--- src/design/amiga_video_pkg.sv ---
////////////////////////////////////////
// amiga video package
// bridge register map, raster window
// constants and the scaler word layout
////////////////////////////////////////

`default_nettype none

package amiga_video_pkg;

	////////////////////////////////////////
	// bridge register map
	////////////////////////////////////////

	localparam logic [23:0] VIDEO_REG_BASE = 24'h200000; // upper address bits
	localparam logic [7:0]  X_OFFSET_ADDR  = 8'h00;
	localparam logic [7:0]  Y_OFFSET_ADDR  = 8'h04;
	localparam int          OFFSET_W       = 8;

	////////////////////////////////////////
	// raster window and indicator boxes
	////////////////////////////////////////

	localparam int                 COUNT_W   = 10;
	localparam logic [COUNT_W-1:0] BOX_Y_MIN = 10'd5; // both boxes share the rows
	localparam logic [COUNT_W-1:0] BOX_Y_MAX = 10'd15;
	localparam logic [COUNT_W-1:0] FDD_X_MIN = 10'd5;
	localparam logic [COUNT_W-1:0] FDD_X_MAX = 10'd15;
	localparam logic [COUNT_W-1:0] HDD_X_MIN = 10'd20;
	localparam logic [COUNT_W-1:0] HDD_X_MAX = 10'd35;
	localparam logic [7:0]         INDICATOR_LEVEL = 8'hF0;

	localparam int HS_DELAY = 4; // stages from hs detect to video_hs

	// scaler word, pixel view
	typedef struct packed {
		logic [7:0] red;
		logic [7:0] green;
		logic [7:0] blue;
	} video_pixel_t;

	// scaler word, control view sent outside de
	typedef struct packed {
		logic [7:0]  pad_hi;
		logic [2:0]  res;     // resolution slot
		logic [9:0]  pad_mid;
		logic        field;
		logic        lace;
		logic        pad_lo;
	} video_ctrl_t;

	typedef union packed {
		video_pixel_t pix;
		video_ctrl_t  ctrl;
	} video_word_u;

endpackage

`default_nettype wire

--- src/design/video_raster_if.sv ---
////////////////////////////////////////
// raster bundle
// position and sync events from the
// tracker to the pixel composer
////////////////////////////////////////

`default_nettype none
`timescale 1ns/1ps

interface video_raster_if;
	import amiga_video_pkg::*;

	logic               active;      // no blank asserted
	logic               vs_fall;     // one cycle pulse
	logic               hblank_rise; // one cycle pulse
	logic [COUNT_W-1:0] x_pos;       // de pixels already out on this line
	logic [COUNT_W-1:0] y_pos;       // de lines started this frame

	modport tracker (
		output active,
		output vs_fall,
		output hblank_rise,
		output x_pos,
		output y_pos
	);

	modport composer (
		input active,
		input vs_fall,
		input hblank_rise,
		input x_pos,
		input y_pos
	);

endinterface

`default_nettype wire

--- src/design/bridge_regs.sv ---
////////////////////////////////////////
// bridge registers
// picture offsets written and read back
// over the bridge bus, other reads zero
////////////////////////////////////////

`default_nettype none
`timescale 1ns/1ps

module bridge_regs (
	input  wire                                   clk_74a,
	input  wire                                   cpu_rst,
	input  wire  [31:0]                           bridge_addr,
	input  wire                                   bridge_rd,
	input  wire                                   bridge_wr,
	input  wire  [31:0]                           bridge_wr_data,
	output logic [31:0]                           bridge_rd_data,
	output logic [amiga_video_pkg::OFFSET_W-1:0]  x_offset,
	output logic [amiga_video_pkg::OFFSET_W-1:0]  y_offset
);
	import amiga_video_pkg::*;

	logic        in_region;
	logic [31:0] rd_sel;
	logic [31:0] rd_stage; // first read stage, holds between reads

	assign in_region = (bridge_addr[31:8] == VIDEO_REG_BASE);

	////////////////////////////////////////
	// offset writes
	////////////////////////////////////////

	always_ff @(posedge clk_74a) begin
		if (!cpu_rst) begin
			x_offset <= '0;
			y_offset <= '0;
		end else if (bridge_wr && in_region) begin
			case (bridge_addr[7:0])
				X_OFFSET_ADDR: x_offset <= bridge_wr_data[OFFSET_W-1:0];
				Y_OFFSET_ADDR: y_offset <= bridge_wr_data[OFFSET_W-1:0];
				default: ; // unused slot in the region
			endcase
		end
	end

	////////////////////////////////////////
	// read decode
	////////////////////////////////////////

	// anything not decoded below reads as zero
	always_comb begin
		rd_sel = '0;
		if (in_region) begin
			case (bridge_addr[7:0])
				X_OFFSET_ADDR: rd_sel = {{(32-OFFSET_W){1'b0}}, x_offset};
				Y_OFFSET_ADDR: rd_sel = {{(32-OFFSET_W){1'b0}}, y_offset};
				default:       rd_sel = '0;
			endcase
		end
	end

	// two stages, data shows two cycles after bridge_rd
	always_ff @(posedge clk_74a) begin
		if (!cpu_rst) begin
			rd_stage       <= '0;
			bridge_rd_data <= '0;
		end else begin
			if (bridge_rd) begin
				rd_stage <= rd_sel; // address sampled with the strobe
			end
			bridge_rd_data <= rd_stage;
		end
	end

endmodule

`default_nettype wire

--- src/design/raster_tracker.sv ---
////////////////////////////////////////
// raster tracker
// finds sync and blank edges, skips the
// offset region and drives de and syncs
////////////////////////////////////////

`default_nettype none
`timescale 1ns/1ps

module raster_tracker (
	input  wire                                  clk_74a,
	input  wire                                  cpu_rst,
	input  wire                                  hs,
	input  wire                                  vs,
	input  wire                                  hblank,
	input  wire                                  vblank,
	input  wire [amiga_video_pkg::OFFSET_W-1:0]  x_offset,
	input  wire [amiga_video_pkg::OFFSET_W-1:0]  y_offset,
	video_raster_if.tracker                      raster,
	output logic                                 video_de,
	output logic                                 video_hs,
	output logic                                 video_vs
);
	import amiga_video_pkg::*;

	logic                hs_reg;
	logic                vs_reg;
	logic                hblank_reg;
	logic                hs_fall;
	logic                vs_fall;
	logic                active;
	logic [HS_DELAY-1:0] hs_chain;   // hs detect shifted toward video_hs
	logic [OFFSET_W-1:0] x_skip;     // pixels still hidden on this line
	logic [OFFSET_W-1:0] y_skip;     // lines still hidden in this frame
	logic [COUNT_W-1:0]  x_pos;
	logic [COUNT_W-1:0]  y_pos;
	logic                de_reg;

	assign hs_fall = hs_reg & ~hs;
	assign vs_fall = vs_reg & ~vs;
	assign active  = ~hblank & ~vblank;

	assign raster.active      = active;
	assign raster.vs_fall     = vs_fall;
	assign raster.hblank_rise = hblank & ~hblank_reg;
	assign raster.x_pos       = x_pos;
	assign raster.y_pos       = y_pos;

	////////////////////////////////////////
	// edge history
	////////////////////////////////////////

	always_ff @(posedge clk_74a) begin
		if (!cpu_rst) begin
			hs_reg     <= 1'b0;
			vs_reg     <= 1'b0;
			hblank_reg <= 1'b0;
		end else begin
			hs_reg     <= hs;
			vs_reg     <= vs;
			hblank_reg <= hblank;
		end
	end

	// scaler wants hs a few clocks late
	always_ff @(posedge clk_74a) begin
		if (!cpu_rst) begin
			hs_chain <= '0;
			video_hs <= 1'b0;
		end else begin
			hs_chain <= {hs_chain[HS_DELAY-2:0], hs_fall};
			video_hs <= hs_chain[HS_DELAY-1];
		end
	end

	////////////////////////////////////////
	// offset countdown and de
	////////////////////////////////////////

	always_ff @(posedge clk_74a) begin
		if (!cpu_rst) begin
			video_de <= 1'b0;
			video_vs <= 1'b0;
			x_skip   <= '0;
			y_skip   <= '0;
			x_pos    <= '0;
			y_pos    <= '0;
			de_reg   <= 1'b0;
		end else begin
			video_de <= 1'b0;
			video_vs <= 1'b0;
			de_reg   <= video_de;

			if (video_de) begin
				x_pos <= x_pos + 1'b1;
			end
			if (video_de && !de_reg) begin
				y_pos <= y_pos + 1'b1; // new de line
			end

			// start of line
			if (hs_fall) begin
				x_skip <= x_offset;
				x_pos  <= '0;
				if (y_skip != '0) begin
					y_skip <= y_skip - 1'b1;
				end
			end

			// start of frame wins over the active window
			if (vs_fall) begin
				y_skip   <= y_offset;
				y_pos    <= '0;
				video_vs <= 1'b1;
			end else if (active) begin
				if (x_skip == '0 && y_skip == '0) begin
					video_de <= 1'b1;
				end
				if (x_skip != '0) begin
					x_skip <= x_skip - 1'b1;
				end
			end
		end
	end

endmodule

`default_nettype wire

--- src/design/pixel_composer.sv ---
////////////////////////////////////////
// pixel composer
// builds the scaler word: pixels, drive
// boxes, interlace and resolution codes
////////////////////////////////////////

`default_nettype none
`timescale 1ns/1ps

module pixel_composer (
	input  wire              clk_74a,
	input  wire              cpu_rst,
	video_raster_if.composer raster,
	input  wire  [7:0]       red,
	input  wire  [7:0]       green,
	input  wire  [7:0]       blue,
	input  wire              lace,
	input  wire              field1,
	input  wire  [1:0]       res,
	input  wire              fdd_led,
	input  wire              hdd_led,
	output logic [23:0]      video_rgb
);
	import amiga_video_pkg::*;

	logic [1:0]  res_code;   // taken at each vs
	logic        in_rows;
	logic        in_fdd_box;
	logic        in_hdd_box;
	video_word_u word_next;

	// box hit tests on the de position
	assign in_rows    = (raster.y_pos >= BOX_Y_MIN) && (raster.y_pos <= BOX_Y_MAX);
	assign in_fdd_box = in_rows && (raster.x_pos >= FDD_X_MIN) && (raster.x_pos <= FDD_X_MAX);
	assign in_hdd_box = in_rows && (raster.x_pos >= HDD_X_MIN) && (raster.x_pos <= HDD_X_MAX);

	////////////////////////////////////////
	// word select
	////////////////////////////////////////

	always_comb begin
		word_next = '0;
		if (raster.vs_fall) begin
			word_next.ctrl.field = field1 & lace;
			word_next.ctrl.lace  = lace;
		end else if (raster.active) begin
			if (fdd_led && in_fdd_box) begin
				word_next.pix.green = INDICATOR_LEVEL; // floppy box
			end else if (hdd_led && in_hdd_box) begin
				word_next.pix.red = INDICATOR_LEVEL;   // disk box
			end else begin
				word_next.pix.red   = red;
				word_next.pix.green = green;
				word_next.pix.blue  = blue;
			end
		end else if (raster.hblank_rise) begin
			// code zero gives an all zero word
			word_next.ctrl.res = {1'b0, res_code};
		end
	end

	always_ff @(posedge clk_74a) begin
		if (!cpu_rst) begin
			res_code  <= '0;
			video_rgb <= '0;
		end else begin
			if (raster.vs_fall) begin
				res_code <= {res[1], res[0] & lace}; // low bit only in lace
			end
			video_rgb <= word_next;
		end
	end

endmodule

`default_nettype wire

--- src/design/core_video_top.sv ---
////////////////////////////////////////
// core video top
// bridge offset registers and the video
// path to the scaler
////////////////////////////////////////

`default_nettype none
`timescale 1ns/1ps

module core_video_top (
	input  wire         clk_74a,
	input  wire         cpu_rst,

	// bridge bus
	input  wire  [31:0] bridge_addr,
	input  wire         bridge_rd,
	input  wire         bridge_wr,
	input  wire  [31:0] bridge_wr_data,
	output logic [31:0] bridge_rd_data,

	// raw amiga video
	input  wire         hs,
	input  wire         vs,
	input  wire         hblank,
	input  wire         vblank,
	input  wire  [7:0]  red,
	input  wire  [7:0]  green,
	input  wire  [7:0]  blue,
	input  wire         lace,
	input  wire         field1,
	input  wire  [1:0]  res,
	input  wire         fdd_led,
	input  wire         hdd_led,

	// scaler side
	output logic [23:0] video_rgb,
	output logic        video_de,
	output logic        video_hs,
	output logic        video_vs
);
	import amiga_video_pkg::*;

	logic [OFFSET_W-1:0] x_offset;
	logic [OFFSET_W-1:0] y_offset;

	video_raster_if raster_bus ();

	bridge_regs i_bridge_regs (
		.clk_74a        (clk_74a),
		.cpu_rst        (cpu_rst),
		.bridge_addr    (bridge_addr),
		.bridge_rd      (bridge_rd),
		.bridge_wr      (bridge_wr),
		.bridge_wr_data (bridge_wr_data),
		.bridge_rd_data (bridge_rd_data),
		.x_offset       (x_offset),
		.y_offset       (y_offset)
	);

	raster_tracker i_raster_tracker (
		.clk_74a  (clk_74a),
		.cpu_rst  (cpu_rst),
		.hs       (hs),
		.vs       (vs),
		.hblank   (hblank),
		.vblank   (vblank),
		.x_offset (x_offset),
		.y_offset (y_offset),
		.raster   (raster_bus.tracker),
		.video_de (video_de),
		.video_hs (video_hs),
		.video_vs (video_vs)
	);

	pixel_composer i_pixel_composer (
		.clk_74a   (clk_74a),
		.cpu_rst   (cpu_rst),
		.raster    (raster_bus.composer),
		.red       (red),
		.green     (green),
		.blue      (blue),
		.lace      (lace),
		.field1    (field1),
		.res       (res),
		.fdd_led   (fdd_led),
		.hdd_led   (hdd_led),
		.video_rgb (video_rgb)
	);

endmodule

`default_nettype wire

--- config.mk ---
export PLATFORM = sky130hd
export DESIGN_NAME = core_video_top
export DESIGN_NICKNAME = d
export VERILOG_FILES = /design/src/design/amiga_video_pkg.sv /design/src/design/video_raster_if.sv /design/src/design/bridge_regs.sv /design/src/design/raster_tracker.sv /design/src/design/pixel_composer.sv /design/src/design/core_video_top.sv
export SDC_FILE = /design/constraint.sdc
export NUM_CORES = 1
export LEC_CHECK = 0
export BUFFER_PORTS_ARGS = -buffer_cell sky130_fd_sc_hd__buf_4
export CAP_MARGIN = 20
export CORE_AREA = 3 3 113 126
export DETAILED_ROUTE_END_ITERATION = 10
export DIE_AREA = 0 0 116 129
export PLACE_DENSITY_LB_ADDON = 0.12
export SYNTH_ARGS = -nofsm -noshare
export SYNTH_HDL_FRONTEND = slang
export SYNTH_HIERARCHICAL = 1
export SYNTH_SLANG_ARGS = --single-unit
--- constraint.sdc ---
create_clock -name clk_74a -period 2.2 [get_ports clk_74a]
set_input_delay 0.11 -clock clk_74a [delete_from_list [all_inputs] [get_ports clk_74a]]
set_output_delay 0.11 -clock clk_74a [all_outputs]
set_load 0.005 [all_outputs]
After elaboration in Yosys (flattened, before gate mapping):

Index checks and enable logic that the tools add are counted.

* register bits: 153
* output and inout port bits: 59
* memories kept: 0
* ROM bits: 0
* latch bits: 0
* bits in writable memories: 0

* muxes and demuxes: 19
* div/mod/pow operators: 0
* multipliers: 0
* reduce and logical (&&, ||, !) cells: 26
* equal/unequal tests: 2
* $lt $le $gt $ge: 6
* shifts and indexed selects: 0
* bitwise logic cells: 13
* add/sub/neg operators: 4

Operator list (count)
* $mux 8: 9
* $mux 32: 1
* $eq 24x22->1 const B: 1
* $logic_not 8->1: 3
* $add 10x1->10 const B: 2
* $ge 10x3->1 const B: 2
* $le 10x4->1 const B: 2
* $mux 16: 1
* $pmux 8 s2: 1
* $reduce_bool 8->1: 2
* $sub 8x1->8 const B: 2
* $ge 10x5->1 const B: 1
* $le 10x6->1 const B: 1
* $logic_and 1x1->1: 10
* $mux 3: 3
* $eq 8x3->1 const B: 1
* $not 1->1: 7
* $and 1x1->1: 6
* $reduce_and 2->1: 3
* $reduce_or 5->1: 1
* $mux 2: 2
* $reduce_bool 2->1: 2
* $reduce_or 2->1: 2
* $reduce_or 4->1: 1
* other kinds (3): 4

Longest topological paths before layout:

* word-level depth: 9
* mapped depth: 7
* mapped depth without buffers: 6

Cells and area by module:

The synthesis kept the hierarchy.

Modules (own cells, without submodules)
* raster_tracker: sequential area each 940.9 um^2, times used 1, area each 2259.7 um^2, cells an instance 256
* bridge_regs: sequential area each 640.6 um^2, times used 1, area each 1622.8 um^2, cells an instance 157
* pixel_composer: sequential area each 520.5 um^2, times used 1, area each 940.9 um^2, cells an instance 87

Worst setup path before layout:

OpenSTA, ideal clock, no wires.

* path kind: flip-flop to flip-flop
* from: reg i_raster_tracker.x_skip[0]
* to: reg i_raster_tracker.x_skip[6]
* data arrival time: 1515 ps
* stages on the path, launching flop included: 8
* path slack: 558 ps
* path buffers: 1
* library setup time: 127 ps
* required time: 2073 ps
* clock period less this slack: 1642 ps
* cells stage by stage: dfxtp_1 -> inv_1 -> ha_1 -> nor4b_4 -> a211o_1 -> buf_4 -> nor4_1 -> or3b_1

* word-level cells in the longest chain between the ends: 4

RTL lines
* start: declaration: RTL line raster_tracker.sv:33 `logic [OFFSET_W-1:0] x_skip;`
* start signal: assignment: RTL line raster_tracker.sv:103 `x_skip <= x_offset;`
* start signal: assignment: RTL line raster_tracker.sv:120 `x_skip <= x_skip - 1'b1;`
* $sub 8x1->8 / $reduce_bool 8->1 (equally long branches): RTL line raster_tracker.sv:120, raster_tracker.sv:119
* $mux 8 *: RTL line raster_tracker.sv:119 `if (x_skip != '0) begin`
* $mux 8 *: RTL line raster_tracker.sv:115 `end else if (active) begin`
* $mux 8 *: RTL line raster_tracker.sv:111 `if (vs_fall) begin`

Mark *: on every way between the ends. The rest lies on a longest branch, timed or not.
A chain may end at the register's enable or synchronous reset.

Worst setup path after layout:

* from: in hblank
* to: reg i_pixel_composer.video_rgb[2]

* word-level cells in the longest chain between the ends: 4

RTL lines
* start: declaration: RTL line core_video_top.sv:24 `input wire hblank,`
* $not 1->1: RTL line raster_tracker.sv:41 `assign active = ~hblank & ~vblank;`
* $and 1x1->1: RTL line raster_tracker.sv:41
* via raster_bus.active: RTL line video_raster_if.sv:13 `logic active;`
* $mux 3: RTL line pixel_composer.sv:46 `end else if (raster.active) begin`
* $mux 2: RTL line pixel_composer.sv:43 `if (raster.vs_fall) begin`
* end signal: assignment: RTL line pixel_composer.sv:70 `video_rgb <= word_next;`
* end: declaration: RTL line pixel_composer.sv:22 `output logic [23:0] video_rgb`

The timed path passes the listed nets, and every way through them passes these cells.

==> results_dict.tcl <==
set metrics [dict create \
    status "completed" \
    netlist_area_um2 4820 \
    crit_arrival_ns 2.19 \
    synth_most_common_cell "dfxtp_1" \
    areaGrowthSynthToFinish_pct 30.0 \
    setup_viol 0 \
    dp_cells 761 \
    gr-usage-all-layers 0.143 \
    wl_um 11000 \
    synth-main-ff-cell "dfxtp_1" \
    boundaryPins 161 \
    routedWlPerCell_um 13.7 \
    synthAdderAreaFrac 0.0156 \
    async_flop_share 0 \
    fin_ws_ns 0.293 \
    synthXorXnorAreaFrac 0.0363 \
    final-hold-violation-count 0 \
    netlist_instances 500 \
    path_max_fanout 16 \
    drc 0 \
    fp.dieW_um 116 \
    p_per_area_nw_per_um2 669 \
    synth-simple-area-share 0.301 \
    clk_path_buf_depth 2 \
    drive_gt1_frac 0.254 \
    fin_cells 800 \
    start_util 0.368 \
    grt-ovfl-total 0 \
    m1WireLength_um 4690 \
    core-area_um2 13100 \
    synth-compound-area-share 0.0887 \
    insertion_delay_ns 0.34 \
    ys_seq_area_frac 0.436 \
    worstPathRequired_ns 2.49 \
    worst_pin_slew_ns 0.511 \
    root_buffer "clkbuf_16" \
    topRoutingLayerUsed "met4" \
    slowest_delay_ns 0.55 \
    grt_max_degree 48 \
    viasPerCell 4.93 \
    htree_levels 3 \
    cts_tree "yes" \
    drt_pass1_iterations 4 \
    numCtsBuffers 9 \
    top_register "i_pixel_composer/video_rgb" \
    vias 3942 \
    gp_congestion 0.754 \
    synth_cell_types 67 \
    cpMaxStageDelayCell "dlygate4sd3_1" \
    vdd_drop_max_mv 0.408 \
    maxSlewHeadroom 0.656 \
    final.setup.tns_ns 0 \
    synth_top_area_cell "dfxtp_1" \
    grt_pass1_vias 3786 \
    met2_length_um 5450 \
    fin_nets 742 \
    cp-end-kind "register" \
    slew_violations 0 \
    fin_crit_ns 1.91 \
    critical_path.startpoint_type "primary input" \
    dieArea_um2 15000 \
    synthMuxAreaShare 0.0602 \
    postRouteAntennaNets 0 \
    antenna_cells 0 \
    synth_top_area_frac 0.436 \
    ys_warn_count 6 \
    final.period_utilization 0.867 \
    path_clk_slew_ns 0.07 \
    clock_sinks 105 \
    fmax_ghz 0.524 \
    fin_util 0.479 \
    finalClockSkew_ns 0.00729 \
    antenna_found_initial 0 \
    std_cell_rows 44 \
    drt_iter0_drc 160 \
    die_h_um 129 \
    rsz0062_at_grt "no" \
    synth_top_family_by_area "simple AND/OR/NAND/NOR gates" \
    largest_reg_flops 24 \
    grt_pass1_wl_um 17300 \
    holdCritPathClass "primary input to register" \
    worstPathCellList "dlygate4sd3_1, buf_4, or2_2, inv_1, nand3b_1, a21oi_4, a22o_1" \
    drv_cap 0 \
    path_class "primary input to register" \
    place_ws_ns 0.315 \
    io_buffers 112 \
    largestRegisters "i_pixel_composer/video_rgb: 24 flops, i_raster_tracker/raster.x_pos: 10 flops, i_raster_tracker/raster.y_pos: 10 flops" \
    synth_edf_count 0 \
    hpwl_um 8000 \
    synthTopCellsByCount "dfxtp_1, nand2_1, nor2_1" \
    avgSynthCellArea_um2 9.65 \
    cellLeakagePower_nw 2.59 \
    ys_top_cells_by_area "dfxtp_1, mux2i_1, nor4_4" \
    ys_ff_latch 105 \
    wl_met3_um 634 \
]
==> report_power, final <==
part | leakage, nW | switching [W] | internal [W]
Sequential | 0.850 | 0.0000598 | 0.00196
Combinational | 1.62 | 0.000329 | 0.000330
Clock | 0.124 | 0.000714 | 0.000803
==> metal layers <==
layer / vias up / global-route usage
met2: 112 / 0.248
met3: 14 / 0.0278
met4: 0 / 0.0608
li1: 1978 / -
met5: - / 0
met1: 1838 / 0.171
==> cell families (layout without fill, tap and decap cells) <==
logic type	after synthesis	count (layout)
and+or+nand+nor	222	222
DFF	105	105
AOI/OAI and AO/OA	63	63
buffers and inverters	54	170
muxes	29	29
xor gates and xnor gates	20	20
adders and majority gates	6	6
other	1	24
==> worst paths after layout <==
kind                                                    from                            end  slack, ns  depth (start not counted)
worst max-delay path                                  hblank  i_pixel_composer/video_rgb[2]       0.29                          7
worst min-delay path                                      hs        i_raster_tracker/hs_reg       0.02                          2
worst max register to register    i_raster_tracker/x_skip[0]     i_raster_tracker/x_skip[6]       0.29                          6
worst min register to register  i_raster_tracker/hs_chain[1]   i_raster_tracker/hs_chain[2]       0.43                          1
==> final cells by class <==
class	count	area (µm²)
well taps	161	201
repair buffers	142	1120
multi-input cells	364	2520
fillers	1280	6830
clock buffers	11	243
clock inverters	5	38.8
flip-flops and latches	105	2100
inverters	12	45.0
==> cell usage in the layout, fill, tap and decap left out, drive strengths merged, types with 6 or more instances in the layout <==
cell         synthesis  final
a21oi               13     13
and2                30     30
buf                 27    119
clkbuf              15     11
conb                 1     24
dfxtp              105    105
dlygate4sd3          0     23
ha                   6      6
inv                 11     12
mux2i               29     29
nand2               46     46
nand3               16     16
nand4               13     13
nor2                32     32
nor2b               17     17
nor3                 7      7
nor4                15     15
nor4b               10     10
o211ai               6      6
o21a                13     13
o21ai               11     11
or3                  6      6
xnor2               10     10
xor2                10     10
==> worst max-delay path: cells and delay by family <==
kind,cells,cell delay [ns]
simple gates,2,0.59
compound gates,2,0.58
buf+inv,3,0.91
==> what timing repair did <==
action | CTS | global route
setup endpoints to repair | 0 | 16
buffers inserted | 0 | 0
hold buffers | 23 | 0
gates resized for setup | 0 | 1
endpoints found under the hold margin | 22 | 0
==> through the flow <==
stage / hold slack, ns / area [µm²] / power, W
2_1_floorplan: 0.220 / 4910 / 0.00247
3_3_place_gp: 0.309 / 5750 / 0.00267
3_5_place_dp: 0.312 / 5750 / 0.00269
4_1_cts: 0.0159 / 6260 / 0.00425
5_1_grt: 0.0213 / 6270 / 0.00440
6_report: 0.0214 / 6270 / 0.00420
Power figures use the tool's default switching activity.
